[src/hdl/lsu_pkg.sv]
package lsu_pkg;

    typedef logic [31:0] word_t;
    typedef logic [31:0] addr_t;
    typedef logic [3:0]  strb_t;
    typedef logic [4:0]  reg_addr_t;
    typedef logic [2:0]  funct3_t;

    // load/store funct3 field, size and sign
    localparam funct3_t F3_B  = 3'd0;
    localparam funct3_t F3_H  = 3'd1;
    localparam funct3_t F3_W  = 3'd2;
    localparam funct3_t F3_BU = 3'd4;
    localparam funct3_t F3_HU = 3'd5;

    // data memory geometry, in words
    localparam int MEM_AW    = 8;
    localparam int MEM_WORDS = 2 ** MEM_AW;   // 1 KB

    typedef enum logic [1:0] {
        IDLE,   // waiting for execute
        REQ,    // bus transaction open
        WB      // writeback record offered
    } lsu_state_t;

endpackage

[src/hdl/store_align.sv]
`timescale 1ns/1ps

module store_align (
    input  lsu_pkg::funct3_t funct3,
    input  logic [1:0]       lane,
    input  lsu_pkg::word_t   sdata,
    output lsu_pkg::word_t   st_wdata,
    output lsu_pkg::strb_t   st_strb
);

    import lsu_pkg::*;

    // data is copied into every lane, the strobe picks the one written
    always_comb begin
        case (funct3)
            F3_B: begin
                st_wdata = {4{sdata[7:0]}};
                st_strb  = strb_t'(4'b0001 << lane);
            end
            F3_H: begin
                st_wdata = {2{sdata[15:0]}};
                st_strb  = strb_t'(4'b0011 << lane);  // lane 0 or 2 only
            end
            F3_W: begin
                st_wdata = sdata;
                st_strb  = 4'b1111;
            end
            default: begin
                st_wdata = sdata;
                st_strb  = 4'b0000;     // no store of that size
            end
        endcase
    end

endmodule

[config.mk]
export PLATFORM = sky130hd
export DESIGN_NAME = store_align
export DESIGN_NICKNAME = d
export VERILOG_FILES = /design/src/hdl/lsu_pkg.sv /design/src/hdl/store_align.sv
export SDC_FILE = /design/constraint.sdc
export NUM_CORES = 1
export LEC_CHECK = 0
export ABC_AREA = 1
export BUFFER_PORTS_ARGS = -buffer_cell sky130_fd_sc_hd__buf_2
export CORE_MARGIN = 1.5
export CORE_UTILIZATION = 34
export DETAILED_ROUTE_END_ITERATION = 8
export GPL_TIMING_DRIVEN = 0
export PLACE_DENSITY = 0.9
export REMOVE_ABC_BUFFERS = 1
export SYNTH_ARGS = -nofsm -noshare
export SYNTH_HDL_FRONTEND = slang
export SYNTH_SLANG_ARGS = --single-unit
[constraint.sdc]
create_clock -name vclk -period 2.3
set_input_delay 0.575 -clock vclk [all_inputs]
set_output_delay 0.575 -clock vclk [all_outputs]
set_load 0.01 [all_outputs]
# Word-level counts from Yosys, hierarchy flattened

Index checks and enable logic that the tools add are counted.
Widths: inputs -> output; s select.

Reductions and logical operators: 1
Shift operators: 2
Equality and inequality tests: 2
Multiplexer cells: 2

Operators by type and width:

| operator            | count |
|---|---|
| $pmux 32 s2         | 1 |
| $pmux 4 s3          | 1 |
| $shl 1x2->4 const A | 1 |
| $shl 2x2->4 const A | 1 |
| $eq 3x1->1 const B  | 1 |
| $eq 3x2->1 const B  | 1 |
| $logic_not 3->1     | 1 |

Logic and storage cells: 7
Register bits after elaboration: 0
Input port bits: 37
Output and inout port bits: 36

# Longest topological paths before layout

Depth after elaboration: 2
Mapped depth: 6
Gate-level depth less buffers: 6

# Worst setup path before layout

OpenSTA, ideal clock, no wires.

Path kind: input-to-output
Start point: input funct3[1]
End point: output st_strb[1]
Data arrival time: 1,198 ps
Slack: 527 ps
Required time: 1,725 ps
Buffers on the path: 1
Cell stages on the path: 4
Path through: nor2_2 -> buf_4 -> o21ai_1 -> o21ai_0

Longest elaborated chain between the ends: 2
Elaborated cells on any way between the ends: 4
Those cells by class: eq/ne (2); mux (1); reduce/logical (1)

RTL lines:

| element                            | RTL line          | RTL |
|---|---|---|
| start, declared                    | store_align.sv:4  | `input lsu_pkg::funct3_t funct3,` |
| $eq 3x2->1 (tied with other cells) | store_align.sv:15 | `case (funct3)` |
| $pmux 4 s3 *                       | store_align.sv:15 |  |
| end, declared                      | store_align.sv:8  | `output lsu_pkg::strb_t st_strb` |

Every way passes the cells marked *; elsewhere a longest branch is shown, timed or not.

# Worst setup path after layout

Start point: input funct3[1]
End point: output st_strb[2]

Same word-level chain as after synthesis.

==> impl_metrics.ini <==
[floorplan]
core_mm2 = 0.00133
rows = 13
dieArea_mm2 = 0.00171
start_util_pct = 37.5
die_h_um = 41.4
dieWidth_um = 41.4
pin_count = 73

[clock_tree]
cts_hold_buf = 0

[min_path]
hold_path_depth = 2
hold_path.class = in -> out
min_from = sdata[4]
min_to = st_wdata[4]

[drt]
dr.pass1.iters = 3
drt_wl_total_um = 1650
viasPerCell = 4.62
drc = 0
avgRoutedWirePerCell_um = 9.09
drt-initial-drc-count = 6
ant_nets = 0
vias = 836

[critical_path]
crit_path_start_kind = input port
critPathMaxFanout = 17
worstPathArrival_ns = 1.61
crit_type = in -> out
cp-end-kind = primary output
required_ns = 1.73

[cells_and_area]
seq_cells = 0
diodes = 0
drive_above_1_share_pct = 49.4
syn_to_final_growth_pct = 64.5
layout.nets = 205
fillers = 139
postLayoutCellArea_um2 = 823
finalCoreUtilization_pct = 61.7
regArea_um2 = 0
nClkBuffers = 0

[yosys]
synth_warnings = 0
synth_seq_area_share_pct = 0
ys_top_cells_by_count = 50 x nand2_1, 12 x inv_1, 11 x nand3_1
synth.largest_area_cell = nand2_1
synthTopCellsByArea = nand2_1 38%, buf_4 15%, nand3_1 11%, inv_1 9.0%, o21ai_0 8.0%
synth.distinct_cells = 14
avgSynthCellArea_um2 = 4.86
synth_area_um2 = 500
yosysMostFrequentCell = nand2_1
synthCells = 103
synth_top_area_share_pct = 37.5

[sta]
rsz0062_at_grt = no
fin_crit_ns = 2.19
tightest_slew_ns = 0.363
max_freq_ghz = 0.457
hold_viol = 0
drv_slew = 0
slew_headroom_pct = 75.7
setup_viol = 0
period_share_pct = 95.2

[run]
cap_viol_max_count = 0

[power_and_ir_drop]
ir_drop_uv = 113
leakage_nw = 0.562
finalPower_mw = 0.170
power.density_mw_per_mm2 = 207

[grt]
first_global_vias = 520
grt_pass1_wl_um = 2060
grt_use_total_pct = 17.0
grt_max_degree = 18
grt_overflow_total = 0
antenna_found_initial = 0

[run_status]
run_status = finished, final reports clean

[placement]
place_congestion = 0.669
dp_hpwl_um = 1330
placed_area_um2 = 798
port_buffers = 73
## layout by cell type, fill, tap and decap left out
master	count
nor3_4	2
inv_1	12
nand3_1	11
nor2_1	1
nand2_2	2
nor2_4	1
buf_12	1
nand2_1	50
o21ai_1	1
inv_2	1
o21ai_2	2
a21oi_1	1
o21ai_0	8
buf_2	73
## layout make-up
class | count | area, um2 | area share, %
tap | 15 | 18.8 | 2.28
inverter | 13 | 48.8 | 5.93
multi-input combinational | 79 | 370 | 45.0
timing repair buffer | 74 | 385 | 46.8
## through the flow
stage | worst slack (ns) | hold slack [ns] | instances | setup TNS, ns
final | 0.111 | 1.37 | 181 | 0
after floorplan | 0.423 | 1.15 | 92 | 0
after CTS | 0.00880 | 1.36 | 180 | 0
after global routing | 0.0173 | 1.37 | 181 | 0
after detailed placement | -0.0965 | 1.36 | 180 | -0.127
after global placement | -0.0722 | 1.36 | 180 | -0.0722
## logic make-up after synthesis
family / after synthesis / share of synthesized area [%]
compound gates: 12 / 13.5
simple gates: 67 / 59.5
buf+inv: 24 / 27.0
## layer usage
metal	wire, um	up-vias	track usage [%]
met5	0	-	0
met4	0	0	0
met3	132	0	0
met2	817	41	32.4
met1	695	357	22.5
li1	-	438	-
## worst max-delay path by stage
stage / from / end / slack, ns
after floorplan: funct3[1] / st_strb[2] / 0.42
after global placement: funct3[1] / st_strb[2] / -0.07
after detailed placement: funct3[1] / st_strb[2] / -0.1
after CTS: funct3[1] / st_wdata[13] / 0.009
after global routing: funct3[1] / st_strb[2] / 0.02
final: funct3[1] / st_strb[2] / 0.11
## where the power goes
part,internal (mW),switching [mW],leakage [nW]
logic,0.0766,0.0936,0.562
clock network,0,0,0
registers,0,0,0
total,0.0766,0.0936,0.562
## worst max-delay path, stage by stage
cell and delay, ns:
buf_2 0.16, nor2_4 0.28, inv_2 0.20, a21oi_1 0.15
nand2_1 0.07, nand2_1 0.05, buf_2 0.12
## timing repair
action	in CTS	in global routing
pin swaps	1	1
resized for setup	1	0
endpoints found under the setup margin	10	15
buffers inserted	0	1
No activity file was read; power rests on OpenSTA's default activity.
