**src/hdl/lsu_pkg.sv**
```systemverilog
package lsu_pkg;

    typedef logic [31:0] word_t;
    typedef logic [31:0] addr_t;
    typedef logic [3:0]  strb_t;
    typedef logic [4:0]  reg_addr_t;
    typedef logic [2:0]  funct3_t;

    // load/store funct3 field, size and sign
    localparam funct3_t F3_B  = 3'd0;
    localparam funct3_t F3_H  = 3'd1;
    localparam funct3_t F3_W  = 3'd2;
    localparam funct3_t F3_BU = 3'd4;
    localparam funct3_t F3_HU = 3'd5;

    // data memory geometry, in words
    localparam int MEM_AW    = 8;
    localparam int MEM_WORDS = 2 ** MEM_AW;   // 1 KB

    typedef enum logic [1:0] {
        IDLE,   // waiting for execute
        REQ,    // bus transaction open
        WB      // writeback record offered
    } lsu_state_t;

endpackage

```
**src/hdl/load_extend.sv**
```systemverilog
`timescale 1ns/1ps

module load_extend (
    input  lsu_pkg::funct3_t funct3,
    input  logic [1:0]       lane,
    input  lsu_pkg::word_t   rdata,
    output lsu_pkg::word_t   ld_result
);

    import lsu_pkg::*;

    word_t shifted;

    // addressed lane down to bit 0
    assign shifted = rdata >> {lane, 3'b000};

    always_comb begin
        case (funct3)
            F3_B:    ld_result = {{24{shifted[7]}}, shifted[7:0]};
            F3_H:    ld_result = {{16{shifted[15]}}, shifted[15:0]};
            F3_BU:   ld_result = {24'h000000, shifted[7:0]};
            F3_HU:   ld_result = {16'h0000, shifted[15:0]};
            default: ld_result = shifted;   // word, lane is 0
        endcase
    end

endmodule

```
**config.mk**
```make
export PLATFORM = sky130hd
export DESIGN_NAME = load_extend
export DESIGN_NICKNAME = d
export VERILOG_FILES = /design/src/hdl/lsu_pkg.sv /design/src/hdl/load_extend.sv
export SDC_FILE = /design/constraint.sdc
export NUM_CORES = 1
export LEC_CHECK = 0
export ABC_AREA = 1
export BUFFER_PORTS_ARGS = -buffer_cell sky130_fd_sc_hd__buf_2
export CORE_AREA = 8 8 51 63
export DETAILED_ROUTE_END_ITERATION = 10
export DIE_AREA = 0 0 59 71
export PLACE_DENSITY = 0.82
export SKIP_LAST_GASP = 1
export SLEW_MARGIN = 40
export SYNTH_ARGS = -nofsm -noshare
export SYNTH_HDL_FRONTEND = slang
export SYNTH_SLANG_ARGS = --single-unit
```
**constraint.sdc**
```tcl
create_clock -name vclk -period 1.13
set_input_delay 0.1695 -clock vclk [all_inputs]
set_output_delay 0.1695 -clock vclk [all_outputs]
set_load 0.01 [all_outputs]
```
== Word level (Yosys, flattened, before mapping) ==
Cells that the tools add are included.
Word-level totals
  register bits after elaboration: 0
  bits of input ports: 37
  output and inout port bits: 32
  logic and storage cells: 6
Operators by class
  equality and inequality tests: 3
  shift-type cells: 1
  multiplexer cells: 1
  reduce and logical (&&, ||, !) cells: 1
Operators by type and width (number)
  32-bit one-hot mux with 4 select lines: 1
  32-bit by 5-bit right shift with 32-bit output: 1
  3-bit == test, second input constant: 2
  3-bit by 1-bit == test with 1-bit output, second input constant: 1
  3-bit zero test: 1

== Logic depth before layout (Yosys ltp) ==
  depth after elaboration: 2
  gate-level depth with buffers: 7
  gate-level depth less buffers: 5

== Worst setup path before layout ==
No wires, ideal clock.
  path kind: input port to output port
  from: input port lane[1]
  to: output port ld_result[15]
  arrival: 875 ps
  required time: 961 ps
  setup slack: 85 ps
  cell stages on the path: 6
  buffers on the path: 2
  cells stage by stage: buf_4 inv_4 nand3_2 nand3_4 buf_8 nand3_2
Between the ends
  word-level cells in the longest chain between the ends: 2
RTL lines
  from (decl): line load_extend.sv:5  | input logic [1:0] lane,
  32-bit by 5-bit right shift with 32-bit output: line load_extend.sv:15  | assign shifted = rdata >> {lane, 3'b000};
  32-bit one-hot mux with 4 select lines: line load_extend.sv:18  | case (funct3)
  to (decl): line load_extend.sv:7  | output lsu_pkg::word_t ld_result
Every way passes these cells.

== Worst setup path after layout ==
  from: input port funct3[1]
  to: output port ld_result[31]
Between the ends
  word-level cells in the longest chain between the ends: 2
  elaborated cells on any way between the ends: 5
  classes of those cells: eq/ne: 3; mux: 1; reduce/logical: 1
RTL lines
  from (decl): line load_extend.sv:4  | input lsu_pkg::funct3_t funct3,
  3-bit == test (tied with other cells): line load_extend.sv:18
  32-bit one-hot mux with 4 select lines *: line load_extend.sv:18
Mark *: on every way between the ends. The rest lies on a longest branch, timed or not.

==> run_summary.xml <==
<?xml version="1.0" encoding="UTF-8"?>
<metrics>
  <group name="critical_path">
    <metric name="timing.critical_path.required" unit="ns">0.96</metric>
    <metric name="timing.critical_path.from_type" unit="">input pin</metric>
    <metric name="crit_type" unit="">input pin to output pin</metric>
    <metric name="max_incr_delay_on_cp" unit="ns">0.21</metric>
    <metric name="cp_data_arrival_time" unit="ns">1.12</metric>
    <metric name="worst-path-max-fanout" unit="">6</metric>
    <metric name="cells_along_the_critical_path" unit="">buf_8 &gt; inv_4 &gt; buf_6 &gt; nand2_4 &gt; nor2_4 &gt; nand3_4 &gt; clkbuf_16 &gt; nand3_2 &gt; buf_6</metric>
    <metric name="worstSetupStartpoint" unit="">funct3[1]</metric>
    <metric name="critPathCaptureType" unit="">output pin</metric>
    <metric name="crit_path_frequent_cell" unit="">sky130_fd_sc_hd__buf_6</metric>
    <metric name="worst_path_max_delay_cell" unit="">sky130_fd_sc_hd__clkbuf_16</metric>
  </group>
  <group name="sta">
    <metric name="rsz_0062_raised_after_global_routing" unit="">true</metric>
    <metric name="post-route-worst-setup-slack" unit="ns">-0.1641</metric>
    <metric name="hold_viol_final" unit="">0</metric>
    <metric name="slew_viol_final" unit="">0</metric>
    <metric name="fmax" unit="GHz">0.7728</metric>
    <metric name="worst-slew-pin-transition" unit="ns">0.3087</metric>
    <metric name="post-route-period-util" unit="%">114.5</metric>
    <metric name="relSlewSlack" unit="%">79.33</metric>
    <metric name="final_period_minus_worst_setup_slack" unit="ns">1.294</metric>
    <metric name="setup_viol" unit="">24</metric>
  </group>
  <group name="grt">
    <metric name="grt_util_all_layers" unit="%">16.47</metric>
    <metric name="antenna_found_initial" unit="">0</metric>
    <metric name="maximum_number_of_pins_on_one_net_before_global_route_repair" unit="">25</metric>
    <metric name="grt_pass1_vias" unit="">1349</metric>
    <metric name="first_pass_grt_wire_length" unit="mm">5.727</metric>
    <metric name="leftover_overflow_at_the_end_of_global_routing" unit="">0</metric>
  </group>
  <group name="placement">
    <metric name="buffer_ports.inserted" unit="">69</metric>
    <metric name="dp_hpwl" unit="mm">2.769</metric>
    <metric name="dpl_cell_area" unit="µm²">1336</metric>
    <metric name="gpl.final_weighted_congestion" unit="">0.8206</metric>
  </group>
  <group name="drt">
    <metric name="vias" unit="">1443</metric>
    <metric name="postRouteAntennaNets" unit="">0</metric>
    <metric name="route.detailed.drc" unit="">0</metric>
    <metric name="final_routed_wirelength_across_all_metal_layers" unit="mm">4.260</metric>
    <metric name="first_iter_violations" unit="">35</metric>
    <metric name="vias_per_cell" unit="">5.425</metric>
    <metric name="drt_pre_antenna_iters" unit="">4</metric>
    <metric name="wl_per_cell" unit="µm">16.02</metric>
  </group>
  <group name="finish">
    <metric name="area_delta_synth_final" unit="%">91.58</metric>
    <metric name="layout-drive-gt1-share" unit="%">58.37</metric>
    <metric name="layout.area.seq" unit="µm²">0</metric>
    <metric name="number_of_sequential_cells_in_the_layout" unit="">0</metric>
    <metric name="postLayoutCellArea" unit="µm²">1764</metric>
    <metric name="n_clock_buffer" unit="">0</metric>
    <metric name="diodes" unit="">0</metric>
    <metric name="nets_finish" unit="">272</metric>
    <metric name="fin_util" unit="%">76.63</metric>
  </group>
  <group name="die">
    <metric name="ioPinCount" unit="">69</metric>
    <metric name="die_area" unit="µm²">4189</metric>
    <metric name="initial_core_util" unit="%">40.00</metric>
    <metric name="floorplan.core_area" unit="µm²">2302</metric>
    <metric name="chipWidth" unit="µm">59</metric>
    <metric name="die_h" unit="µm">71</metric>
    <metric name="fp-row-count" unit="">20</metric>
  </group>
  <group name="power_and_ir_drop">
    <metric name="p_leak" unit="nW">0.9855</metric>
    <metric name="vdd_ir_drop_max" unit="V">0.0002543</metric>
    <metric name="p_per_cell_area" unit="nW/µm²">456.2</metric>
  </group>
  <group name="yosys">
    <metric name="ys_seq_area_share" unit="%">0</metric>
    <metric name="synth.yosys.warnings" unit="">0</metric>
    <metric name="synthDominantCellAreaShare" unit="%">19.57</metric>
    <metric name="synth.most_common_cell" unit="">sky130_fd_sc_hd__nand2_1</metric>
    <metric name="synthDominantAreaCellType" unit="">sky130_fd_sc_hd__nand2_1</metric>
    <metric name="post_synth_most_frequent_cells" unit="">48 x sky130_fd_sc_hd__nand2_1, 17 x sky130_fd_sc_hd__nand3_2, 14 x sky130_fd_sc_hd__o211ai_1</metric>
    <metric name="postSynthCellCount" unit="">158</metric>
    <metric name="synth_nets" unit="">195</metric>
    <metric name="synth.distinct_cells" unit="">22</metric>
    <metric name="synth.area.top_cells" unit="">sky130_fd_sc_hd__nand2_1 20%, sky130_fd_sc_hd__nand3_2 18%, sky130_fd_sc_hd__o211ai_1 11%</metric>
    <metric name="synthesis.area" unit="µm²">920.9</metric>
    <metric name="post_synthesis_area_per_instance" unit="µm²">5.828</metric>
  </group>
  <group name="min_path">
    <metric name="hold_sp" unit="">rdata[1]</metric>
    <metric name="hold_class" unit="">input pin to output pin</metric>
  </group>
  <group name="cts">
    <metric name="post_cts.repair.setup_buffers" unit="">0</metric>
    <metric name="cts_hold_buffers" unit="">0</metric>
  </group>
  <group name="run_status">
    <metric name="violations_in_the_final_reports" unit="">negative setup slack</metric>
    <metric name="result_of_the_run" unit="">complete, but fails checks</metric>
  </group>
  <group name="run">
    <metric name="cap_violations" unit="">0</metric>
  </group>
</metrics>
[layout by cell type, fill, tap and decap left out, types with 2 or more instances in the layout]
cell type / count
sky130_fd_sc_hd__buf_6: 20
sky130_fd_sc_hd__clkbuf_16: 3
sky130_fd_sc_hd__buf_2: 50
sky130_fd_sc_hd__nand2_1: 36
sky130_fd_sc_hd__nor2_4: 3
sky130_fd_sc_hd__nor2_1: 10
sky130_fd_sc_hd__a22oi_1: 7
sky130_fd_sc_hd__a21oi_1: 7
sky130_fd_sc_hd__buf_12: 3
sky130_fd_sc_hd__nand2_4: 5
sky130_fd_sc_hd__nand2_2: 13
sky130_fd_sc_hd__inv_4: 2
sky130_fd_sc_hd__buf_16: 2
sky130_fd_sc_hd__inv_1: 8
sky130_fd_sc_hd__buf_8: 4
sky130_fd_sc_hd__buf_4: 4
sky130_fd_sc_hd__o21ai_1: 4
sky130_fd_sc_hd__o21ai_2: 2
sky130_fd_sc_hd__nand3_2: 17
sky130_fd_sc_hd__nand3_4: 6
sky130_fd_sc_hd__o211ai_1: 14
sky130_fd_sc_hd__nand3_1: 9
[critical path, delay by kind of cell]
family	cells	cell delay (ns)
AND/OR/NAND/NOR	4	0.39
buffers and inverters	5	0.57
[repair_timing]
action | in CTS | in global routing
endpoints found under the hold margin | 0 | 0
gates resized for setup | 7 | 60
pin swaps | 0 | 9
endpoints found under the setup margin | 31 | 31
gates cloned | 3 | 4
[cells by family (layout without fill, tap and decap cells)]
family | after synthesis | count (layout) | synth area share, %
AOI/OAI and AO/OA | 35 | 35 | 24.73
buffers and inverters | 24 | 98 | 16.30
and+or+nand+nor | 99 | 100 | 58.97
[where the power goes]
part | total, W | internal [W] | switching (W)
combinational | 0.000805 | 0.000399 | 0.000406
clock | 0 | 0 | 0
sequential | 0 | 0 | 0
[worst paths after layout]
kind,end,slack [ns],depth (start not counted)
min,ld_result[1],0.69,4
max,ld_result[31],-0.16,9
[final cells by class]
| class | count | area [µm²] |
|---|---|---|
| multi-input cells | 135 | 905.9 |
| repair buffers | 87 | 763.2 |
| inverters | 11 | 53.80 |
| well taps | 33 | 41.29 |
| fillers | 188 | 538.0 |
[stage by stage]
stage          instances  setup WS (ns)  setup TNS (ns)  hold WS, ns  total power (W)
2_1_floorplan        158        0.08506               0       0.4911        0.0003451
3_3_place_gp         259        -0.1360          -2.879       0.6921        0.0005849
3_5_place_dp         259        -0.1577          -3.362       0.6988        0.0005903
4_1_cts              262        -0.1201          -2.587       0.6987        0.0006357
5_1_grt              266        -0.2079          -4.200       0.7177        0.0008661
6_report             266        -0.1641          -3.273       0.6927        0.0008048
[per-layer routing]
layer	share of wire, %	track usage [%]	routed length (µm)
met3	5.8	3.267	245
met2	55	33.33	2353
met1	36	15.51	1537
met5	0	0	0
met4	2.9	4.533	123
Power figures use the tool's default switching activity.
