### src/hdl/lsu_pkg.sv
package lsu_pkg;

    typedef logic [31:0] word_t;
    typedef logic [31:0] addr_t;
    typedef logic [3:0]  strb_t;
    typedef logic [4:0]  reg_addr_t;
    typedef logic [2:0]  funct3_t;

    // load/store funct3 field, size and sign
    localparam funct3_t F3_B  = 3'd0;
    localparam funct3_t F3_H  = 3'd1;
    localparam funct3_t F3_W  = 3'd2;
    localparam funct3_t F3_BU = 3'd4;
    localparam funct3_t F3_HU = 3'd5;

    // data memory geometry, in words
    localparam int MEM_AW    = 8;
    localparam int MEM_WORDS = 2 ** MEM_AW;   // 1 KB

    typedef enum logic [1:0] {
        IDLE,   // waiting for execute
        REQ,    // bus transaction open
        WB      // writeback record offered
    } lsu_state_t;

endpackage

### src/hdl/lsu_ctrl.sv
`timescale 1ns/1ps

module lsu_ctrl (
    input  logic               clock,
    input  logic               reset,

    input  logic               in_valid,
    output logic               in_ready,
    input  logic               load,
    input  logic               store,
    input  lsu_pkg::funct3_t   funct3,
    input  lsu_pkg::word_t     alu_res,
    input  lsu_pkg::word_t     sdata,
    input  lsu_pkg::reg_addr_t rd_addr,
    input  logic               wb_en,

    output logic               out_valid,
    input  logic               out_ready,
    output lsu_pkg::word_t     out_result,
    output lsu_pkg::reg_addr_t out_rd_addr,
    output logic               out_wb_en,

    output lsu_pkg::addr_t     araddr,
    output logic               arvalid,
    input  logic               arready,
    input  lsu_pkg::word_t     rdata,
    input  logic               rvalid,
    output logic               rready,
    output lsu_pkg::addr_t     awaddr,
    output logic               awvalid,
    input  logic               awready,
    output lsu_pkg::word_t     wdata,
    output lsu_pkg::strb_t     wstrb,
    output logic               wvalid,
    input  logic               wready,
    input  logic               bvalid,
    output logic               bready,

    output lsu_pkg::funct3_t   op_funct3,
    output logic [1:0]         op_lane,
    output lsu_pkg::word_t     op_sdata,
    input  lsu_pkg::word_t     st_wdata,
    input  lsu_pkg::strb_t     st_strb,
    input  lsu_pkg::word_t     ld_result
);

    import lsu_pkg::*;

    lsu_state_t state, next_state;
    addr_t      op_addr;        // word-aligned bus address
    logic       accept;
    logic       is_load;
    logic       is_store;
    logic       rd_done;
    logic       wr_done;

    assign accept   = in_valid && in_ready;
    assign is_load  = load;
    assign is_store = store && !load;     // load wins if both set
    assign rd_done  = rvalid && rready;
    assign wr_done  = bvalid && bready;

    assign in_ready  = (state == IDLE);
    assign out_valid = (state == WB);
    assign rready    = (state == REQ);
    assign bready    = (state == REQ);

    assign araddr = op_addr;
    assign awaddr = op_addr;
    assign wdata  = st_wdata;
    assign wstrb  = st_strb;

    always_ff @(posedge clock) begin
        if (reset) begin
            state <= IDLE;
        end else begin
            state <= next_state;
        end
    end

    always_comb begin
        next_state = state;
        case (state)
            IDLE: if (accept) next_state = (is_load || is_store) ? REQ : WB;
            REQ:  if (rd_done || wr_done) next_state = WB;
            WB:   if (out_ready) next_state = IDLE;
            default: next_state = IDLE;
        endcase
    end

    // request valids, each dropped on its own ready
    always_ff @(posedge clock) begin
        if (reset) begin
            arvalid <= 1'b0;
            awvalid <= 1'b0;
            wvalid  <= 1'b0;
        end else begin
            if (accept && is_load) arvalid <= 1'b1;
            else if (arready)      arvalid <= 1'b0;

            if (accept && is_store) awvalid <= 1'b1;
            else if (awready)       awvalid <= 1'b0;

            if (accept && is_store) wvalid <= 1'b1;
            else if (wready)        wvalid <= 1'b0;
        end
    end

    // captured op and writeback record
    always_ff @(posedge clock) begin
        if (accept) begin
            op_funct3   <= funct3;
            op_lane     <= alu_res[1:0];
            op_sdata    <= sdata;
            op_addr     <= {alu_res[31:2], 2'b00};
            out_result  <= alu_res;       // bypass value, stores keep it
            out_rd_addr <= rd_addr;
            out_wb_en   <= wb_en;
        end else if (rd_done) begin
            // word loads skip the extractor
            out_result <= (op_funct3 == F3_W) ? rdata : ld_result;
        end
    end

endmodule

### config.mk
export PLATFORM = sky130hd
export DESIGN_NAME = lsu_ctrl
export DESIGN_NICKNAME = d
export VERILOG_FILES = /design/src/hdl/lsu_pkg.sv /design/src/hdl/lsu_ctrl.sv
export SDC_FILE = /design/constraint.sdc
export NUM_CORES = 1
export LEC_CHECK = 0
export ABC_CLOCK_PERIOD_IN_PS = 2400
export BUFFER_PORTS_ARGS = -buffer_cell sky130_fd_sc_hd__buf_2
export CAP_MARGIN = 10
export CORE_AREA = 2 2 140 142
export CTS_BUF_LIST = sky130_fd_sc_hd__clkbuf_8
export CTS_CLUSTER_DIAMETER = 60
export DETAILED_ROUTE_END_ITERATION = 8
export DIE_AREA = 0 0 142 144
export PLACE_DENSITY_LB_ADDON = 0.1
export REMOVE_ABC_BUFFERS = 1
export SKIP_CTS_REPAIR_TIMING = 1
export SKIP_LAST_GASP = 1
export SYNTH_ARGS = -nofsm -noshare
export SYNTH_HDL_FRONTEND = slang
export SYNTH_SLANG_ARGS = --single-unit
### constraint.sdc
create_clock -name clock -period 2.4 [get_ports clock]
set_clock_uncertainty 0.15 [all_clocks]
set_input_delay 0.36 -clock clock [delete_from_list [all_inputs] [get_ports clock]]
set_output_delay 0.36 -clock clock [all_outputs]
set_load 0.05 [all_outputs]
# ---- After elaboration in Yosys (flattened, before gate mapping)
# Index checks and enable logic that the tools add are counted.
dict set report word_totals {
  register_bits 110
  in_bits 184
  out_inout_bits 182
  wordCells 46
}
dict set report classes {
  eq_ne 6
  muxes 14
  reduce_logical 15
}
# cell n
set ops {}
lappend ops {{$mux 32} 3}
lappend ops {{$mux 2} 4}
lappend ops {{$reduce_bool 2->1} 4}
lappend ops {{$logic_and 1x1->1} 6}
lappend ops {{$mux 1} 6}
lappend ops {{$ne 2x1->1 const B} 3}
lappend ops {{$pmux 2 s3} 1}
lappend ops {{$eq 3x2->1 const B} 1}
lappend ops {{$reduce_and 3->1} 1}
lappend ops {{$eq 2x1->1 const B} 1}
lappend ops {{$eq 2x2->1 const B} 1}
lappend ops {{$logic_not 2->1} 1}
lappend ops {{$logic_or 1x1->1} 2}
lappend ops {{$logic_not 1->1} 1}

# ---- Longest topological paths before layout
dict set report depth {
  word_depth 6
  depth_mapped 6
  mapped_depth_nobuf 4
}

# ---- Worst setup path after synthesis
# Ideal clock, no wire load.
dict set report synth_timing {
  kind {input-to-reg}
  from {input port in_valid}
  to {register out_result[0], enable pin}
  setup_ns 0.389
  t_arrival_ns 1.746
  required_ns 1.861
  path_slack_ns 0.114
  stages 4
  n_path_buf 2
  path_cell_list {or3b_1 -> buf_6 -> clkbuf_1 -> nand2_1}
}
dict set report synth_between {
  elab_chain_cells 2
}
# item line
set synth_rtl {}
lappend synth_rtl {{start, declared} lsu_ctrl.sv:7} ;# input logic in_valid,
lappend synth_rtl {{$logic_and 1x1->1} lsu_ctrl.sv:57} ;# assign accept = in_valid && in_ready;
lappend synth_rtl {{$reduce_bool 2->1 (no line)} n/a}
lappend synth_rtl {{end signal, assigned} lsu_ctrl.sv:116} ;# out_result <= alu_res;
lappend synth_rtl {{end signal, assigned} lsu_ctrl.sv:121} ;# out_result <= (op_funct3 == F3_W) ? rdata : ld_result;
lappend synth_rtl {{end, declared} lsu_ctrl.sv:19} ;# output lsu_pkg::word_t out_result,
# No other way between the ends.
# A chain may end at the register's enable or synchronous reset.

# ---- Final worst setup path
dict set report layout_timing {
  from {register op_funct3[0]}
  to {register out_result[17], data pin}
}
dict set report layout_between {
  elab_chain_cells 4
}
# item line
set layout_rtl {}
lappend layout_rtl {{start, declared} lsu_ctrl.sv:39} ;# output lsu_pkg::funct3_t op_funct3,
lappend layout_rtl {{start signal, assigned} lsu_ctrl.sv:112} ;# op_funct3 <= funct3;
lappend layout_rtl {{$eq 3x2->1} lsu_ctrl.sv:121}
lappend layout_rtl {{$mux 32} lsu_ctrl.sv:121}
lappend layout_rtl {{$mux 32} lsu_ctrl.sv:119} ;# end else if (rd_done) begin
lappend layout_rtl {{$mux 32} lsu_ctrl.sv:111} ;# if (accept) begin
# No other way between the ends. The select of a mux whose other input is x is not followed.

==> flow_summary.ini <==
[status]
run_status = finished clean

[floorplanning]
num_rows = 51
area_of_the_core_region_um2 = 19100
initial_core_util_pct = 24.0
die_area_um2 = 20400
chipWidth_um = 142
die-height_um = 144
design.portCount = 366

[timing]
maxClockFrequency_ghz = 0.516
period_needed_ns = 1.94
final.period_utilization_pct = 80.8
relSlewSlack_pct = 44.3
setup-tns-final_ns = 0
rsz0062_at_grt = no
final_hold_viol_count = 0
worstMarginPinSlew_ns = 0.836
timing.final.ws_setup_ns = 0.462
timing.final.max_slew_violations = 0
finalSetupViolations = 0

[synth]
post-synth-top-count-cell = edfxtp_1
synthDominantCellAreaShare_pct = 68.8
total_of_flip_flops_plus_latches_after_synthesis = 110
synthTopCellsByCount = edfxtp_1, buf_4, a21oi_1
synthesis.instances = 349
synthDominantAreaCellType = edfxtp_1
share_of_synthesized_area_occupied_by_flip_flops_and_latches_pct = 71.0
synth.yosys.warnings = 0
synth_enable_flop_cells = 105
postSynth.asyncResetShare_pct = 0
synth.top_cells.by_area = edfxtp_1, buf_4, a21oi_1, nor2_1, nand2_1
synth_flop_cell = edfxtp_1
avgSynthCellArea_um2 = 13.1
yosysUniqueCellTypes = 24
syn_area_um2 = 4580

[detailed_routing]
route.met3.wl_mm = 2.16
detail_route.iter0.violations = 112
wl_met1_mm = 6.26
postRouteWirelength_mm = 15.1
drt_pre_antenna_iters = 4
dr.max_layer_used = met5
drc_errors = 0
ant_nets = 0
route.detailed.wl_per_inst_um = 17.1
viasPerCell = 4.19
dr_wl_met2_mm = 6.44
num_vias = 3706

[cells_and_area]
area_of_the_multi_input_gates_um2 = 728
relative_area_change_from_synthesis_to_final_layout_pct = 45.4
total_nets_final = 825
fillerInstances = 1940
antenna_cells = 0
register_area_um2 = 3250
layout-drive-gt1-share_pct = 49.1

[global_routing]
grt_remaining_overflow = 0
number_of_antenna_violations_at_the_first_check_in_global_routing = 0
first_global_vias = 3386
grt_first_pass_wirelength_mm = 20.1
pin_count_of_the_biggest_net_entering_global_routing = 54
globalRouteTotalUtil_pct = 13.6

[power_and_ir_drop]
vdd_drop_max_mv = 0.217
power.leakage_nw = 2.94
power_per_cell_area_nw_per_um2 = 730

[job]
timing.max_cap.violations = 0

[place]
placement.io_buffers = 289
post-place-ws_ns = 0.415
place_congestion = 0.690
place.detailed.hpwl_mm = 11.3

[clocking]
cts_max_level = 3
cts_max_path_buffers = 2
clk_sinks = 110
clk_transition_reported_paths_ns = 0.11
worstSkewPairLatency_ns = 0.38
numCtsBuffers = 9
tritoncts = built
clockRootBuffer = clkbuf_8

[worst_setup_path]
path_max_fanout = 32
critPathTopFamily = simple AND/OR/NAND/NOR gates
worst-endpoint-required_ns = 2.39
max_stage_delay_ns = 0.84
cpMaxStageDelayCell = or3b_2
critical_path_end_type = flop
worstPathBufferInverterCount = 0
crit_path_cell_trace = or3b_2 -> nand2_1 -> a21oi_1
startpoint_type = flop
timing.critical_path.arrival_ns = 1.92
critPathKind = reg -> reg

[hold_path]
kind_of_path_behind_the_tightest_hold_check = in -> reg
power by group:
part / leakage [nW] / internal (mW) / switching, mW
clock: 0.0911 / 0.395 / 0.700
combinational: 1.80 / 0.368 / 1.03
sequential: 1.05 / 2.31 / 0.0510
total: 2.94 / 3.08 / 1.78
placed cells by master (no fill, tap or decap), drive strengths merged:
cell | netlist | layout
o21ai | 1 | 1
o21a | 1 | 1
conb | 1 | 4
and2b | 1 | 1
nor2b | 2 | 2
a31oi | 1 | 1
buf | 77 | 297
nand2 | 34 | 34
inv | 1 | 5
or3 | 1 | 1
or3b | 2 | 2
nand2b | 3 | 3
mux2i | 1 | 1
clkinv | 0 | 1
edfxtp | 105 | 105
nand3b | 1 | 1
nor2 | 35 | 35
clkbuf | 8 | 9
a21oi | 67 | 67
dfxtp | 5 | 5
clkinvlp | 0 | 2
dlygate4sd3 | 0 | 66
nor3 | 1 | 1
nor3b | 1 | 1
state kept, by name, summed over array words and instances, names as in the netlist:
name	flops
op_sdata	32
out_rd_addr	5
awvalid	1
op_lane	2
wvalid	1
out_wb_en	1
out_result	32
arvalid	1
araddr	30
state	2
op_funct3	3
metal layers:
metal,vias up,track usage [%]
li1,1729,-
met2,252,19.3
met4,2,3.63
met1,1713,16.4
met3,10,9.40
met5,-,2.76
cell families after synthesis:
logic type	count (synthesis)	share of synthesized area, %
flip-flops	110	71.0
buffers and inverters	86	13.5
AND/OR/NAND/NOR	81	7.46
AO/OA/AOI/OAI	70	7.73
multiplexers	1	0.219
other	1	0.0819
metrics by stage:
| step | std cells | util [%] | hold slack [ns] | instance area (um^2) | power, mW |
|---|---|---|---|---|---|
| 3_5_place_dp | 802 | 30.5 | 0.317 | 5820 | 3.74 |
| 6_report | 884 | 34.9 | 0.0298 | 6660 | 4.86 |
| 3_3_place_gp | 802 | 30.5 | 0.310 | 5820 | 3.74 |
| 5_1_grt | 884 | 34.9 | 0.00199 | 6660 | 5.09 |
| 2_1_floorplan | 267 | - | 0.279 | 3980 | 3.32 |
| 4_1_cts | 818 | 31.4 | -0.0459 | 6000 | 4.86 |
layout make-up:
type	instances	area share, %
Inverter	1	0.0939
Clock inverter	7	0.883
Tap cell	238	4.47
Clock buffer	9	1.86
Multi-Input combinational cell	156	10.9
Timing Repair Buffer	363	32.9
Sequential cell	110	48.8
path summary, 6_finish.rpt:
kind                               start                       end  slack, ns  cells after the start
setup / recovery  op_funct3[0]$_DFFE_PP_  out_result[17]$_DFFE_PP_       0.46                      3
hold / removal               alu_res[28]      araddr[28]$_DFFE_PP_       0.03                      1
setup reg to reg  op_funct3[0]$_DFFE_PP_  out_result[17]$_DFFE_PP_       0.46                      3
hold reg to reg     awvalid$_SDFFE_PP0P_      awvalid$_SDFFE_PP0P_       0.33                      2
worst register-to-register path: cells and delay by family, from the launching register on:
| family | cells | cell delay [ns] |
|---|---|---|
| simple gates | 2 | 1.03 |
| flops | 1 | 0.43 |
| compound gates | 1 | 0.09 |
Power figures use the tool's default switching activity.
